<file path="src/event_geom_pkg.sv">
`default_nettype none

package event_geom_pkg;

    // Pixel address is {row, col}, one byte each
    localparam int coord_width = 8;
    localparam int addr_width  = 2 * coord_width;

    // Columns held by one row slot
    localparam int num_cols = 1 << coord_width;

    typedef logic [coord_width-1:0] coord_t;

    // Payload carried by each sensor event
    localparam int default_data_width = 46;

endpackage

`default_nettype wire

</file>
<file path="src/window_pkg.sv">
`default_nettype none

package window_pkg;

    // 5x5 neighborhood by default
    localparam int default_half_window = 2;

    // Highest base row that keeps the band on the sensor
    localparam int max_base_row = 251;

    typedef enum logic [1:0] {
        idle    = 2'd0,
        advance = 2'd1,
        write   = 2'd2
    } write_state_t;

endpackage

`default_nettype wire

</file>
<file path="src/row_base_counter.sv">
`timescale 1ns/100ps
`default_nettype none

module row_base_counter #(
    parameter int  HALF_WINDOW = window_pkg::default_half_window,
    localparam int WINDOW_SIZE = 2 * HALF_WINDOW + 1,
    localparam int SLOT_WIDTH  = $clog2(WINDOW_SIZE)
) (
    input  wire                     clk,
    input  wire                     rst_n,
    input  wire                     advance,
    output event_geom_pkg::coord_t  base_row,
    output logic [SLOT_WIDTH-1:0]   head_slot
);

    localparam event_geom_pkg::coord_t LAST_BASE =
        event_geom_pkg::coord_t'(window_pkg::max_base_row);
    localparam logic [SLOT_WIDTH-1:0] LAST_SLOT = SLOT_WIDTH'(WINDOW_SIZE - 1);

    // head_slot tracks the slot that holds base_row
    always_ff @(posedge clk or negedge rst_n) begin
        if (!rst_n) begin
            base_row  <= '0;
            head_slot <= '0;
        end else if (advance && base_row != LAST_BASE) begin
            base_row <= base_row + event_geom_pkg::coord_t'(1);
            if (head_slot == LAST_SLOT) begin
                head_slot <= '0;
            end else begin
                head_slot <= head_slot + SLOT_WIDTH'(1);
            end
        end
    end

endmodule

`default_nettype wire

</file>
<file path="config.mk">
export PLATFORM = sky130hd
export DESIGN_NAME = row_base_counter
export DESIGN_NICKNAME = d
export VERILOG_FILES = /design/src/event_geom_pkg.sv /design/src/window_pkg.sv /design/src/row_base_counter.sv
export SDC_FILE = /design/constraint.sdc
export NUM_CORES = 1
export LEC_CHECK = 0
export BUFFER_PORTS_ARGS = -buffer_cell sky130_fd_sc_hd__clkbuf_2
export CORE_AREA = 2 2 39 41
export DETAILED_ROUTE_END_ITERATION = 7
export DIE_AREA = 0 0 41 43
export SYNTH_ARGS = -nofsm -noshare
export SYNTH_HDL_FRONTEND = slang
export SYNTH_SLANG_ARGS = --single-unit
</file>
<file path="constraint.sdc">
create_clock -name clk -period 3.19 [get_ports clk]
set_input_delay 0.7975 -clock clk [delete_from_list [all_inputs] [get_ports clk]]
set_output_delay 0.7975 -clock clk [all_outputs]
set_load 0.01 [all_outputs]
</file>
# After elaboration in Yosys (flattened, before gate mapping)
# Index checks and enable logic that the tools add are counted.
[totals] register_bits=11 inputBits=3 output_inout_bits=11 wordCells=8
[op_classes] n_addsub=2 n_eq_ne=2 muxes=1 reduce_logical=1
[op_table] operator="$add 8x1->8 const B" count=1
[op_table] operator="$ne 8x8->1 const B" count=1
[op_table] operator="$add 3x1->3 const B" count=1
[op_table] operator="$eq 3x3->1 const B" count=1
[op_table] operator="$mux 3" count=1
[op_table] operator="$logic_and 1x1->1" count=1

# Depth between registers and ports, before layout
[logic_depth] word_depth=2 depth_mapped=4 ltp_nobuf=4

# Least setup slack after synthesis
# OpenSTA, ideal clock, no wires.
[synth_path] kind="reg-to-reg" start="register base_row[0]" end="register base_row[1]" setup_ns=0.128 arrival_ns=1.279 required_ns=3.062 path_slack_ns=1.783 path_stages_with_launch=5 n_path_buf=0 period_less_slack_ns=1.407 cell_sequence="dfrtp_1 ha_1 nand3b_1 o21ai_4 mux2_1"
[synth_between] elab_chain_cells=2 word_cells_on_any_way=3 cone_classes="add/sub (1); eq/ne (1); reduce/logical (1)"
[synth_lines] element="start, declared" line="row_base_counter.sv:12" rtl="output event_geom_pkg::coord_t base_row,"
[synth_lines] element="start signal, assigned" line="row_base_counter.sv:26" rtl="base_row <= base_row + event_geom_pkg::coord_t'(1);"
[synth_lines] element="branches (longest 2 deep; another with $add 8x1->8)"
# Parallel ways; which one is timed is not known.
# A chain may end at the register's enable or synchronous reset.

# Final worst setup path
[layout_path] start="register base_row[3]" end="output base_row[3]"
# No word-level cell between the ends.

==> flow_metrics.tcl <==
set metrics [dict create \
    status "finished clean" \
    post-route-drc-count 0 \
    place_congestion 0.686 \
    p_int_mw 0.359 \
    synth_cells 45 \
    cts.clk_slew.worst_paths_ps 70 \
    p_sw_share_pct 40.4 \
    critPathTopFamily "flip-flops" \
    cp.arrival_ps 930 \
    path_cells "clkbuf_2" \
    syn_nets 52 \
    port_buffers 13 \
    pwr-share-comb_pct 36.6 \
    core_mm2 0.00138 \
    clock-sinks 11 \
    yosysWarnings 0 \
    detail_route.wl_per_cell_um 12.9 \
    p_leak_nw 0.321 \
    drt_iter0_drc 9 \
    syn_area_um2 553 \
    die_w_um 41 \
    clock_tree.buffer_depth 2 \
    grt_start_max_net_pins 12 \
    period_needed_ps 1730 \
    seq_area_frac_synth_pct 49.8 \
    overflow 0 \
    n_fill_cell 138 \
    tns_ps 0 \
    nets 70 \
    hpwl_um 766 \
    skew_ps 1.15 \
    synth_top_area_share_pct 49.8 \
    n_antenna_cell 0 \
    crit_path_end_kind "output pin" \
    synth.distinct_cells 19 \
    antenna_found_initial 0 \
    io_pins 14 \
    cts-root-buf "clkbuf_4" \
    yosys.area.top_type "dfrtp_1" \
    synth.area.top_cells "dfrtp_1, ha_1, xnor2_1" \
    final-hold-violation-count 0 \
    drv_slew 0 \
    cap_viol_max_count 0 \
    dp_cells 74 \
    critPathSlowestCell "dfrtp_1" \
    min_period_over_period_pct 54.3 \
    clkPwrFrac_pct 16.1 \
    hp-class "in2async" \
    h-tree-depth 1 \
    p_switching_mw 0.243 \
    via_per_inst 5.03 \
    start_util_pct 40.0 \
    track_usage_pct 15.3 \
    worst_slack_ps 1460 \
    clk_latency_ps 280 \
    path_class "reg2out" \
    regArea_um2 275 \
    fin_cells 78 \
    antenna_left 0 \
    rsz0062_at_grt "no" \
    die_y_um 43 \
    path_buf_inv 1 \
    relSlewSlack_pct 81.5 \
    required_ps 2390 \
    start_kind "register" \
    dp_slack_ps 1620 \
    finalSetupViolations 0 \
    postCtsSetupRepairBufs 0 \
    final_common_cell "clkbuf_2" \
    grt_pass1_wl_um 1650 \
    drive_gt1_share_pct 29.0 \
    max-vdd-ir-drop_mv 0.406 \
    ctsResizeCount 0 \
    tightestPinTransition_ps 277 \
    final_cell_mix "clkbuf_2, dfrtp_1, xnor2_1" \
    vias 392 \
    holdWs_ps 383 \
    hold_buffers 0 \
    area_delta_synth_final_pct 20.1 \
    synth-seq-cells 11 \
    rows 14 \
    cts_buffers 3 \
    cts_tree "yes" \
    multi_input_area_um2 267 \
    drt-total-wl_um 1010 \
    seq_power_share_pct 47.3 \
    grt_pass1_vias 347 \
    syn_area_per_cell_um2 12.3 \
    max_freq_ghz 0.577 \
    dr.pass1.iters 4 \
    fp.dieArea_mm2 0.00176 \
    max_stage_delay_ps 480 \
    path_max_fanout 6 \
    p_per_area_mw_per_mm2 905 \
]
==> flip-flops by register name, indices dropped and copies added (netlist names) <==
name       flops
head_slot      3
base_row       8
==> worst reg2reg max path: cells and delay by family, from the launching register on <==
kind	cells	cell delay [ps]
flops	1	430
mux	1	350
compound gates	1	250
fa+ha+maj	1	200
simple gates	1	150
==> through the flow <==
| step | utilization [%] | total power, mW | instance area, um^2 |
|---|---|---|---|
| 6_report | 48.0 | 0.601 | 664 |
| 5_1_grt | 48.0 | 0.656 | 664 |
| 4_1_cts | 48.0 | 0.613 | 664 |
| 3_5_place_dp | 46.1 | 0.515 | 638 |
| 3_3_place_gp | 46.1 | 0.503 | 638 |
| 2_1_floorplan | - | 0.415 | 553 |
==> power groups by stage <==
| stage | registers, mW | clock network [mW] | logic [mW] |
|---|---|---|---|
| after CTS | 0.287 | 0.100 | 0.226 |
| after global placement | 0.285 | 0 | 0.218 |
| after global routing | 0.299 | 0.107 | 0.250 |
| after floorplan | 0.301 | 0 | 0.114 |
| final | 0.284 | 0.0971 | 0.220 |
| after detailed placement | 0.290 | 0 | 0.225 |
==> cells by family (layout without fill, tap and decap cells) <==
kind of cell	Yosys count	count (layout)	share of synthesized area (%)
DFF	11	11	49.8
xor gates and xnor gates	6	6	9.50
and+or+nand+nor	12	12	14.3
muxes	3	3	6.11
AOI/OAI and AO/OA	6	6	9.28
buffers and inverters	3	20	2.04
adders and majority gates	4	4	9.05
==> cell type report <==
| cell class | instances | share of cell area, % |
|---|---|---|
| multi-input cells | 31 | 40.1 |
| repair buffers | 13 | 9.79 |
| well taps | 16 | 3.01 |
| inverters | 3 | 1.69 |
| flip-flops and latches | 11 | 41.4 |
| clock buffers | 4 | 3.95 |
==> per-layer routing <==
metal | vias to the layer above | wire length [um] | track usage (%)
li1 | 192 | - | -
met1 | 185 | 465 | 20.7
met2 | 10 | 451 | 17.5
met3 | 5 | 41 | 4.71
met4 | 0 | 49 | 16.0
met5 | - | 0 | 0
==> cell usage after synthesis <==
cell type and count:
dfrtp_1 11, xnor2_1 5, ha_1 4, inv_1 3
mux2_1 3, nand2_1 3, nand4_1 3, nor2_1 2
a21oi_1 1, and3_1 1, nand2b_1 1, nand3b_1 1
nand4_4 1, o21ai_0 1, o21ai_4 1, o21bai_1 1
o221ai_1 1, o2bb2ai_1 1, xor2_1 1
==> final timing paths <==
check	start	to	slack, ps	cells after the start
max in group asynchronous	rst_n	base_row[1]$_DFFE_PN0P_	2590	1
worst min register to register	head_slot[2]$_DFFE_PN0P_	head_slot[2]$_DFFE_PN0P_	550	1
worst max-delay path	base_row[3]$_DFFE_PN0P_	base_row[3]	1460	1
worst max register to register	base_row[0]$_DFFE_PN0P_	base_row[1]$_DFFE_PN0P_	1690	4
worst min-delay path	rst_n	base_row[2]$_DFFE_PN0P_	380	1
min in group clk	head_slot[2]$_DFFE_PN0P_	head_slot[2]$_DFFE_PN0P_	550	1
No activity file was read; power rests on OpenSTA's default activity.
