==> src/event_geom_pkg.sv <==
`default_nettype none

package event_geom_pkg;

    // Pixel address is {row, col}, one byte each
    localparam int coord_width = 8;
    localparam int addr_width  = 2 * coord_width;

    // Columns held by one row slot
    localparam int num_cols = 1 << coord_width;

    typedef logic [coord_width-1:0] coord_t;

    // Payload carried by each sensor event
    localparam int default_data_width = 46;

endpackage

`default_nettype wire

==> src/window_pkg.sv <==
`default_nettype none

package window_pkg;

    // 5x5 neighborhood by default
    localparam int default_half_window = 2;

    // Highest base row that keeps the band on the sensor
    localparam int max_base_row = 251;

    typedef enum logic [1:0] {
        idle    = 2'd0,
        advance = 2'd1,
        write   = 2'd2
    } write_state_t;

endpackage

`default_nettype wire

==> src/write_fsm.sv <==
`timescale 1ns/100ps
`default_nettype none

module write_fsm #(
    parameter int  DATA_WIDTH  = event_geom_pkg::default_data_width,
    parameter int  HALF_WINDOW = window_pkg::default_half_window,
    localparam int WINDOW_SIZE = 2 * HALF_WINDOW + 1,
    localparam int SLOT_WIDTH  = $clog2(WINDOW_SIZE)
) (
    input  wire                                  clk,
    input  wire                                  rst_n,
    input  wire                                  event_valid,
    input  wire [DATA_WIDTH-1:0]                 event_value,
    input  wire [event_geom_pkg::addr_width-1:0] event_addr,
    output logic                                 event_ready,
    input  wire event_geom_pkg::coord_t          base_row,
    input  wire [SLOT_WIDTH-1:0]                 head_slot,
    output logic                                 advance,
    output logic                                 wr_en,
    output logic [SLOT_WIDTH-1:0]                wr_slot,
    output event_geom_pkg::coord_t               wr_col,
    output logic [DATA_WIDTH-1:0]                wr_value,
    output logic                                 clr_en,
    output logic [SLOT_WIDTH-1:0]                clr_slot,
    output logic                                 write_done,
    output logic                                 event_dropped
);

    localparam int CW = event_geom_pkg::coord_width;
    localparam int AW = event_geom_pkg::addr_width;

    window_pkg::write_state_t state;
    logic                     pending;
    logic                     accept;
    logic                     row_dropped;
    logic                     need_advance;
    logic                     row_reached;
    event_geom_pkg::coord_t   evt_row;
    event_geom_pkg::coord_t   evt_col;
    logic [DATA_WIDTH-1:0]    evt_value;

    assign event_ready = (state == window_pkg::idle) && !pending && !event_dropped;
    assign accept      = event_valid && event_ready;

    // Event row against the current band
    assign row_dropped  = evt_row < base_row;
    assign need_advance = int'(evt_row) > int'(base_row) + 2 * HALF_WINDOW;
    // True when the advance in flight makes evt_row the last band row
    assign row_reached  = int'(evt_row) <= int'(base_row) + 2 * HALF_WINDOW + 1;

    //////////////////////////////
    // Control
    //////////////////////////////

    always_ff @(posedge clk or negedge rst_n) begin
        if (!rst_n) begin
            state         <= window_pkg::idle;
            pending       <= 1'b0;
            event_dropped <= 1'b0;
        end else begin
            event_dropped <= 1'b0;
            case (state)
                window_pkg::idle: begin
                    if (pending) begin
                        pending <= 1'b0;
                        if (row_dropped) begin
                            event_dropped <= 1'b1;
                        end else if (need_advance) begin
                            state <= window_pkg::advance;
                        end else begin
                            state <= window_pkg::write;
                        end
                    end else if (accept) begin
                        pending <= 1'b1;
                    end
                end
                window_pkg::advance: begin
                    if (row_reached) begin
                        state <= window_pkg::write;
                    end
                end
                window_pkg::write: begin
                    state <= window_pkg::idle;
                end
                default: begin
                    state <= window_pkg::idle;
                end
            endcase
        end
    end

    // Event held until it is stored or dropped
    always_ff @(posedge clk) begin
        if (accept) begin
            evt_row   <= event_addr[AW-1:CW];
            evt_col   <= event_addr[CW-1:0];
            evt_value <= event_value;
        end
    end

    //////////////////////////////
    // Buffer strobes
    //////////////////////////////

    // Old head slot becomes the new last row
    assign advance  = state == window_pkg::advance;
    assign clr_en   = state == window_pkg::advance;
    assign clr_slot = head_slot;

    assign wr_en      = state == window_pkg::write;
    assign write_done = state == window_pkg::write;
    assign wr_col     = evt_col;
    assign wr_value   = evt_value;

    always_comb begin
        int sum;
        sum = int'(head_slot) + int'(evt_row - base_row);
        if (sum >= WINDOW_SIZE) begin
            sum = sum - WINDOW_SIZE;
        end
        wr_slot = sum[SLOT_WIDTH-1:0];
    end

endmodule

`default_nettype wire
==> config.mk <==
export PLATFORM = sky130hd
export DESIGN_NAME = write_fsm
export DESIGN_NICKNAME = d
export VERILOG_FILES = /design/src/event_geom_pkg.sv /design/src/window_pkg.sv /design/src/write_fsm.sv
export SDC_FILE = /design/constraint.sdc
export NUM_CORES = 1
export LEC_CHECK = 0
export ABC_CLOCK_PERIOD_IN_PS = 3950
export BUFFER_PORTS_ARGS = -buffer_cell sky130_fd_sc_hd__buf_2
export CAP_MARGIN = 20
export CORE_MARGIN = 10
export CORE_UTILIZATION = 48
export DETAILED_ROUTE_END_ITERATION = 6
export GPL_ROUTABILITY_DRIVEN = 1
export PLACE_DENSITY = 0.79
export SLEW_MARGIN = 20
export SYNTH_ARGS = -nofsm -noshare
export SYNTH_HDL_FRONTEND = slang
export SYNTH_SLANG_ARGS = --single-unit
==> constraint.sdc <==
create_clock -name clk -period 3.95 [get_ports clk]
set_input_delay 0.5925 -clock clk [delete_from_list [all_inputs] [get_ports clk]]
set_output_delay 0.5925 -clock clk [all_outputs]
set_load 0.02 [all_outputs]
; ---- Yosys cells after proc, flatten, opt, wreduce, memory -nomap -nowiden
; Cells that the tools add are included.
[op_classes]
add_sub_neg = 5
magnitude_cmp = 4
eq_ne = 5
mux = 11
reduce_logical = 7
[ops]
columns = operator, count
row1 = $gt 9x32->1, 1
row2 = $add 4x9->10, 1
row3 = $add 9x1->10 const B, 1
row4 = $ge 10x4->1 const B, 1
row5 = $le 8x10->1, 1
row6 = $add 8x3->9 const B, 1
row7 = $sub 8x8->9, 1
row8 = $lt 8x8->1, 1
row9 = $mux 2, 4
row10 = $mux 1, 5
row11 = $ne 2x2->1 const B, 2
row12 = $pmux 2 s2, 1
row13 = $logic_and 1x1->1, 3
row14 = $mux 3, 1
row15 = $reduce_and 3->1, 1
row16 = $sub 3x3->3 const B, 1
row17 = $eq 2x1->1 const B, 1
row18 = $eq 2x2->1 const B, 1
row19 = $logic_not 1->1, 2
row20 = $logic_not 2->1, 1
row21 = $ne 2x1->1 const B, 1
[word_totals]
regBits = 66
input_bits = 76
output_inout_bits = 66
wordCells = 38

; ---- Logic depth before layout (Yosys ltp)
; Gate-level depths: netlist (run 1).
[depth]
ltp_word = 6
mapped_depth = 13
depth_no_buf = 13

; ---- Least setup slack after synthesis (run 1)
; No wires, ideal clock.
[synth_timing]
path_type = in2out
start = input base_row[0]
end = output wr_slot[0]
arrival_time_ns = 3.226
t_required_ns = 3.357
path_slack_ns = 0.132
stages = 12
path_buffers = 0
path_cell_list = ha_1 > inv_1 > fa_1 > inv_1 > fa_1 > ha_1 > nor2b_1 > o21ai_0 > nor4b_2 > a41oi_1 > a21o_1 > xnor2_1
[synth_via]
elab_chain_cells = 4
[synth_lines]
columns = item, line
row1 = "start, declared", write_fsm.sv:16  ; input wire event_geom_pkg::coord_t base_row,
row2 = $sub 8x8->9 (*), write_fsm.sv:117  ; sum = int'(head_slot) + int'(evt_row - base_row);
row3 = $add 4x9->10 (*), write_fsm.sv:117
row4 = $ge 10x4->1 / $sub 3x3->3 (equally long branches), "write_fsm.sv:118, write_fsm.sv:119"
row5 = $mux 3 (*), write_fsm.sv:118  ; if (sum >= WINDOW_SIZE) begin
row6 = "end, declared", write_fsm.sv:20  ; output logic [SLOT_WIDTH-1:0] wr_slot,
; Every way passes the cells marked *; elsewhere a longest branch is shown, timed or not.

; ---- Worst setup path after layout (run 1)
[layout_timing]
start = register evt_row[0]
end = output wr_slot[0]
[layout_via]
elab_chain_cells = 4
[layout_lines]
columns = item, line
row1 = "start, declared", write_fsm.sv:38  ; event_geom_pkg::coord_t evt_row;
row2 = "start signal, assigned", write_fsm.sv:95  ; evt_row <= event_addr[AW-1:CW];
row3 = $sub 8x8->9 (*), write_fsm.sv:117
row4 = $add 4x9->10 (*), write_fsm.sv:117
row5 = $ge 10x4->1 / $sub 3x3->3 (equally long branches), "write_fsm.sv:118, write_fsm.sv:119"
row6 = $mux 3 (*), write_fsm.sv:118
; Marked as above.

==> impl_metrics.ini, run 1 <==
[run_status]
outcome = finished with violations
violations = setup timing

[critical_path]
critical_path_buf_inv_count = 4
cp_common_cell = inv_2
required_ps = 3360
worst-path-max-fanout = 3
crit_chain = inv_2, ha_4, inv_2, fa_1, inv_2, fa_1, ha_2, nor2b_4, o21ai_2, nor4b_4, a41oi_2, a21o_1, xnor2_1, buf_4
critPathTopFamily = adder cells
critical_path_class = flop to output pin
end_kind = output pin
slowest_stage = fa_1
cp.arrival_ps = 3370
crit_path_start_kind = flop
cpPeakStageDelay_ps = 510

[route]
routedWlPerCell_um = 18.01
drc = 0
drt_iter0_drc = 80
drt-pass1-iter-count = 4
wirelength_mm = 8.698
via_per_inst = 5.126
vias = 2476
ant_nets = 0

[logic_synthesis]
synth_top_family_by_area = adder cells
synth_edf_count = 62
synthDistinctLibCells = 41
synth_compound_area_share_pct = 9.260
avgSynthCellArea_um2 = 13.35
synth_cells = 247
yosysTopAreaCell = edfxtp_1
ys_warn_count = 0
syn-num-nets = 355
synth_ff_type = edfxtp_1
synth_adder_area_share_pct = 12.60
ys_seq_area_share_pct = 59.51
synth_xor_area_share_pct = 3.719
async_flop_share_pct = 6.061
syn-cell-area_mm2 = 0.003297
synth_area_leaders = edfxtp_1 (56%), ha_1 (11%), dfrtp_1 (3.0%)
synth_mux_area_share_pct = 0.6072
synth_top_area_share_pct = 56.47
synth-simple-area-share_pct = 10.66
ys_ff_latch = 66

[sta]
rsz0062_at_grt = true
slew_violations = 0
setup_viol = 2
tns_ps = -19.99
fin_ws_ps = -16.80
period_share_pct = 100.4
finalClockSkew_ps = 9.325
max_freq_mhz = 252.1
maxSlewHeadroom_pct = 49.22
finalHoldViolations = 0
worst_pin_slew_ps = 761.7
min_period_ps = 3967

[floorplanning]
ios = 142
fp.dieH_um = 102.9
rows = 30
start_util_pct = 49.07
die_area_mm2 = 0.01058
chipWidth_um = 102.9
core_area_mm2 = 0.006719

[cts]
cts.clk_slew.worst_paths_ps = 80
cts_sinks = 66
cts_root_buffer = clkbuf_8
numCtsBuffers = 9
h-tree-depth = 3
cts_buffer_depth = 2
cts_tree = built
clock_latency_ps = 330

[grt]
grt_pass1_vias = 2739
grt_start_max_net_pins = 64
grt_usage_pct = 16.57
grt_use_met1_pct = 15.78
antenna_found_initial = 0
grt.busiest_layer = met2
gr-usage-met3_pct = 10.79
grt_pass1_wl_mm = 13.28
grt-ovfl-total = 0
grt.met2_usage_pct = 28.56

[job]
drv_cap = 0

[final_layout]
final_layout_size_suffix_gt1_share_pct = 45.16
nets = 506
final_cell_mix = buf_2 (138), edfxtp_1 (62), ha_1 (28)
insertedDiodeCount = 0
nFillCells = 504
mostFrequentLayoutCell = buf_2
area_delta_synth_final_pct = 31.95

[power_and_ir_drop]
peakVddDrop_mv = 0.3835
power.leakage_nw = 1.976
powerDensity_mw_per_mm2 = 678.9

[placement]
gp_congestion = 0.8108
dp_hpwl_mm = 7.029
io_buffers = 141
place_ws_ps = -150.2

[min_path]
hp-class = input pin to async pin
layout make-up:
type | instances | area (um2) | area share, %
Clock buffer | 9 | 123.9 | 2.847
Clock inverter | 7 | 68.82 | 1.582
Inverter | 17 | 63.81 | 1.467
Multi-Input combinational cell | 156 | 1266 | 29.11
Sequential cell | 66 | 1962 | 45.10
Tap cell | 80 | 100.1 | 2.301
Timing Repair Buffer | 148 | 765.7 | 17.60
logic make-up (layout without fill, tap and decap cells):
family / Yosys count / in the layout
AO/OA/AOI/OAI: 44 / 44
XOR/XNOR: 14 / 14
adder cells (fa/ha/maj): 32 / 32
buffers and inverters: 25 / 181
flip-flops: 66 / 66
multiplexers: 2 / 2
AND/OR/NAND/NOR: 64 / 64
Yosys cell counts, types with 4 or more instances:
master	number
a211oi_1	6
a21o_1	7
a21oi_1	9
buf_4	7
dfrtp_1	4
edfxtp_1	62
ha_1	30
inv_1	17
nand2_1	10
nand2b_1	4
nand3_1	7
nor2_1	11
nor2b_1	9
nor3_1	6
o21ai_0	8
xnor2_1	9
xor2_1	5
where the power goes:
part / total, W / leakage [nW] / internal, W / switching [W]
combinational: 0.00131 / 1.25 / 0.000492 / 0.000813
sequential: 0.00110 / 0.634 / 0.00103 / 0.0000789
clock: 0.000544 / 0.0970 / 0.000290 / 0.000254
per-stage QoR:
step | utilization [%] | hold slack [ps] | instances | total power [W] | area (um2)
after floorplan | - | 296.9 | 247 | 0.001960 | 3297
after global placement | 60.69 | 401.9 | 464 | 0.002311 | 4078
after detailed placement | 60.69 | 403.6 | 464 | 0.002347 | 4078
after CTS | 64.71 | 30.98 | 483 | 0.002985 | 4348
after global routing | 64.75 | 37.28 | 483 | 0.003143 | 4350
final | 64.75 | 52.64 | 483 | 0.002954 | 4350
metal layers:
metal / vias up / share of wire (%)
met4: 0 / 1.0
met5: - / 0
met2: 102 / 51
met3: 7 / 13
li1: 1221 / -
met1: 1146 / 35
path summary, 6_finish.rpt:
check	from	to	slack, ps	cells past startpoint
worst max-delay path	evt_row[0]	wr_slot[0]	-20	14
worst min-delay path	rst_n	state[1]	50	1
worst max register to register	evt_row[4]	state[0]	1730	7
worst min register to register	pending	event_dropped	580	1
max in group asynchronous	rst_n	state[0]	3780	1
min in group clk	event_value[9]	wr_value[9]	430	1
state kept, by name, summed over array words and instances (netlist names):
name,count
state,2
event_dropped,1
wr_value,46
pending,1
evt_row,8
wr_col,8
what timing repair did:
action	4_1_cts	5_1_grt
setup buffers	3	0
hold buffers	0	0
endpoints found under the hold margin	0	0
cloned	0	0
pin swaps	9	6
gates resized for setup	15	2
setup endpoints to repair	3	3
worst register-to-register path, delay by kind of cell, from the launching register on:
kind | cells | cell delay (ps)
AOI/OAI and AO/OA | 4 | 750
adders and majority gates | 1 | 400
DFF | 1 | 440
and+or+nand+nor | 2 | 540
No activity file was read; power rests on OpenSTA's default activity.
==> run 2, diff against run 1 <==
Settings changed: REMOVE_ABC_BUFFERS set to 1.
==> run 2 against run 1 <==
Compared with the run above: largest cell class unchanged; the run still ends with setup timing left; final cell count rose by 0.41%; flip-flop and latch count unchanged; sequential power is essentially flat; core utilization up 1.1 points.
==> impl_metrics.ini, run 2 (synthesized netlist as in run 1, its figures left out) <==
[run_status]
outcome = finished with violations
violations = setup timing

[power_and_ir_drop]
powerDensity_mw_per_mm2 = 693.8
p_switching_w = 0.001170
netSwitchingFraction_pct = 38.10
p_seq_share_pct = 35.7
power_frac_clock_pct = 20.3
internal_power_w = 0.001901
peakVddDrop_mv = 0.4153
power_frac_comb_pct = 44.0
power.leakage_nw = 2.005

[floorplanning]
fp.dieH_um = 102.9
rows = 30
die_area_mm2 = 0.01058
core_area_mm2 = 0.006719
start_util_pct = 49.07
ios = 142
chipWidth_um = 102.9

[critical_path]
reg2regPathDepth = 3
required_ps = 3360
cp-endpoint = wr_slot[0]
worst-path-max-fanout = 3
critical_path_class = flop to output pin
cpPeakStageDelay_ps = 510
cp_common_cell = inv_2
end_kind = output pin
r2r_start = state[1]
slowest_stage = fa_1
reg2reg_to = wr_col[6]
cp.arrival_ps = 3480
crit_start = evt_row[0]
crit_path_start_kind = flop
r2r_slack_ps = 1730
crit_chain = inv_2, ha_4, inv_2, fa_1, inv_2, fa_2, ha_4, nor2b_4, o21ai_2, nor4b_4, a41oi_2, a21o_1, xnor2_1, buf_4

[grt]
grt_pass1_wl_mm = 13.23
grt_pass1_vias = 2613
grt_start_max_net_pins = 44
antenna_found_initial = 0
grt_usage_pct = 16.43
grt-ovfl-total = 0

[route]
drc = 0
ant_nets = 0
drt_iter0_drc = 70
drt-pass1-iter-count = 5
via_per_inst = 5.012
wirelength_mm = 8.624
vias = 2431
routedWlPerCell_um = 17.78

[sta]
fin_ws_ps = -124.1
finalHoldViolations = 0
slew_violations = 0
max_freq_mhz = 245.5
finalClockSkew_ps = 4.376
fin_hold_ws_ps = 50.95
rsz0062_at_grt = true
worst_pin_slew_ps = 522.9
min_period_ps = 4074
setup_viol = 3
maxSlewHeadroom_pct = 65.14
period_share_pct = 103.1

[final_layout]
final_cell_mix = buf_2 (138), edfxtp_1 (62), ha_1 (27)
fin_util_pct = 65.88
insertedDiodeCount = 0
final_layout_size_suffix_gt1_share_pct = 46.17
nets = 508
largest_reg_flops = 46
area_delta_synth_final_pct = 34.27
mostFrequentLayoutCell = buf_2

[cts]
cts_root_buffer = clkbuf_8
numCtsBuffers = 9
h-tree-depth = 3
clock_latency_ps = 330
cts_tree = built
cts_buffer_depth = 2
cts.clk_slew.worst_paths_ps = 70
cts_sinks = 66

[min_path]
hp-class = input pin to async pin

[placement]
dp_hpwl_mm = 7.059
place_ws_ps = -300.1
gp_congestion = 0.8494
io_buffers = 141

[job]
drv_cap = 0
## run 2: worst max-delay path, delay by kind of cell (launching register included)
family                     cells  cell delay (ps)
xor gates and xnor gates       1              170
and+or+nand+nor                2              360
adders and majority gates      4             1340
buffers and inverters          4              340
AOI/OAI and AO/OA              3              550
DFF                            1              380
## run 2: cell type report
class,instances,area [um2]
fillers,502,2292
flip-flops and latches,66,1962
multi-input cells,156,1292
repair buffers,150,784.5
clock buffers,9,123.9
clock inverters,7,100.1
well taps,80,100.1
inverters,17,63.81
## run 2: layer usage
| metal | wire (um) | vias up | GRT usage, % |
|---|---|---|---|
| li1 | - | 1221 | - |
| met1 | 3003 | 1101 | 16.04 |
| met2 | 4264 | 105 | 27.09 |
| met3 | 1303 | 4 | 12.27 |
| met4 | 53 | 0 | 4.278 |
| met5 | 0 | - | 0 |
## run 2: how the worst min path moves through the flow
stage,from,to,slack (ps)
finish,rst_n,pending,50
global route,rst_n,pending,30
CTS,rst_n,pending,30
detailed placement,rst_n,state[0],400
global placement,rst_n,state[0],400
floorplan,rst_n,event_dropped,300
## run 2: power by group through the flow
stage	sequential, W	combinational [W]	clock, W
2_1_floorplan	0.00131	0.000624	0
3_3_place_gp	0.00110	0.00120	0
3_5_place_dp	0.00111	0.00123	0
4_1_cts	0.00110	0.00136	0.000642
5_1_grt	0.00112	0.00149	0.000663
6_report	0.00110	0.00135	0.000624
## run 2: through the flow
step | total power [W] | area (um2) | instances | setup TNS, ps
after floorplan | 0.001938 | 3241 | 239 | 0
after global placement | 0.002302 | 4070 | 463 | -92.98
after detailed placement | 0.002335 | 4070 | 463 | -821.8
after CTS | 0.003095 | 4412 | 483 | -378.2
after global routing | 0.003269 | 4427 | 485 | -719.1
final | 0.003071 | 4427 | 485 | -230.5
## run 2: timing repair
action | CTS | global route
gates resized for setup | 21 | 1
buffers inserted | 4 | 2
endpoints found under the setup margin | 3 | 3
pin swaps | 9 | 7
hold buffers | 0 | 0
==> run 3, diff against run 2 <==
Settings changed: RECOVER_POWER set to 50.
==> run 3 against run 2 <==
Compared with the run above: the flow still finishes with violations (setup timing); first-iteration DRC count unchanged; worst hold slack improved by 26 ps; via count is 0.58% higher; fmax barely moved; global-route usage is the same; sequential share of layout area increased by 0.40 points.
==> impl_metrics.ini, run 3 (synthesized netlist as in run 1, its figures left out) <==
[critical_path]
cp.arrival_ps = 3480
reg2regPathDepth = 3
critical_path_class = flop to output pin
reg2reg_to = wr_col[6]
cp_common_cell = inv_2
worst-path-max-fanout = 3
r2r_start = state[1]
cpPeakStageDelay_ps = 510
slowest_stage = fa_1
crit_chain = inv_2, ha_4, inv_2, fa_1, inv_2, fa_2, ha_4, nor2b_4, o21ai_2, nor4b_4, a41oi_2, a21o_1, xnor2_1, buf_4
end_kind = output pin
crit_path_start_kind = flop
required_ps = 3360
r2r_slack_ps = 1730

[grt]
grt_pass1_wl_mm = 13.23
antenna_found_initial = 0
grt.met2_usage_pct = 27.09
grt-ovfl-total = 0
grt_use_met1_pct = 16.04
grt_start_max_net_pins = 44
grt_usage_pct = 16.43
gr-usage-met3_pct = 12.27
grt.busiest_layer = met2
grt_pass1_vias = 2613

[final_layout]
insertedDiodeCount = 0
area_delta_synth_final_pct = 33.06
nFillCells = 522
final_layout_size_suffix_gt1_share_pct = 38.27
fin_util_pct = 65.29
nets = 508
mostFrequentLayoutCell = buf_2
largest_reg_flops = 46
final_cell_mix = buf_2 (106), edfxtp_1 (62), clkbuf_1 (32)

[sta]
finalClockSkew_ps = 4.024
worst_pin_slew_ps = 526.5
min_period_ps = 4075
fin_hold_ws_ps = 76.50
finalHoldViolations = 0
rsz0062_at_grt = true
maxSlewHeadroom_pct = 64.90
period_share_pct = 103.2
fin_ws_ps = -125.0
max_freq_mhz = 245.4
slew_violations = 0
tns_ps = -232.8
setup_viol = 3

[route]
via_per_inst = 5.041
vias = 2445
drc = 0
routedWlPerCell_um = 17.73
drt-pass1-iter-count = 4
drt_iter0_drc = 70
wirelength_mm = 8.601
ant_nets = 0

[placement]
place_ws_ps = -300.1
io_buffers = 141
dp_hpwl_mm = 7.059
gp_congestion = 0.8494

[floorplanning]
die_area_mm2 = 0.01058
core_area_mm2 = 0.006719
rows = 30
ios = 142
start_util_pct = 49.07
chipWidth_um = 102.9
fp.dieH_um = 102.9

[cts]
clock_latency_ps = 330
h-tree-depth = 3
cts_sinks = 66
cts.clk_slew.worst_paths_ps = 70
cts_tree = built
cts_buffer_depth = 2
cts_root_buffer = clkbuf_8
numCtsBuffers = 9
hold_buffers = 0

[power_and_ir_drop]
netSwitchingFraction_pct = 38.42
power_frac_clock_pct = 20.5
power_frac_comb_pct = 43.5
p_seq_share_pct = 36.0
internal_power_w = 0.001880
powerDensity_mw_per_mm2 = 696.1
power.leakage_nw = 1.917
p_switching_w = 0.001173
peakVddDrop_mv = 0.4110

[job]
drv_cap = 0

[run_status]
violations = setup timing
outcome = finished with violations

[min_path]
hp-class = input pin to async pin
## run 3: worst max-delay path by stage
stage	from	end	slack (ps)	cells after the start
global route	evt_row[0]	wr_slot[0]	-300	14
global placement	base_row[0]	wr_slot[2]	-60	14
finish	evt_row[0]	wr_slot[0]	-130	14
CTS	evt_row[0]	wr_slot[2]	-140	14
detailed placement	base_row[0]	wr_slot[2]	-300	14
floorplan	base_row[0]	wr_slot[0]	130	12
## run 3: layout make-up
cell class                 count  area (um2)  share of cell area [%]
tap                           80       100.1                   2.282
inverter                      17       63.81                   1.455
timing repair buffer         150       744.5                   16.97
multi-input combinational    156        1292                   29.46
sequential                    66        1962                   44.72
clock buffer                   9       123.9                   2.824
clock inverter                 7       100.1                   2.282
## run 3: critical path: cells and delay by family, from the launching register on
family | cells | cell delay (ps)
flops | 1 | 380
compound gates | 3 | 550
buf+inv | 4 | 340
fa+ha+maj | 4 | 1340
xor+xnor | 1 | 170
simple gates | 2 | 360
## run 3: stage by stage
step	total power [W]	instance area, um2	std cells
4_1_cts	0.003095	4412	483
3_3_place_gp	0.002302	4070	463
5_1_grt	0.003251	4387	485
2_1_floorplan	0.001938	3241	239
6_report	0.003053	4387	485
3_5_place_dp	0.002335	4070	463
## run 3: power by group through the flow
stage                     clock network, W  registers [W]  logic (W)
after detailed placement                 0        0.00111    0.00123
after floorplan                          0        0.00131   0.000624
after CTS                         0.000642        0.00110    0.00136
final                             0.000626        0.00110    0.00133
after global placement                   0        0.00110    0.00120
after global routing              0.000663        0.00112    0.00146
## run 3: timing repair
item	4_1_cts	5_1_grt
setup buffers	4	2
setup endpoints to repair	3	3
gates resized for setup	21	1
pin swaps	9	7
endpoints found under the hold margin	0	0
## run 3: layer usage
layer | up-vias | part of all wire, % | wire (um)
li1 | 1221 | - | -
met1 | 1115 | 35 | 2992
met2 | 105 | 49 | 4249
met3 | 4 | 15 | 1306
met4 | 0 | 0.62 | 53
met5 | - | 0 | 0
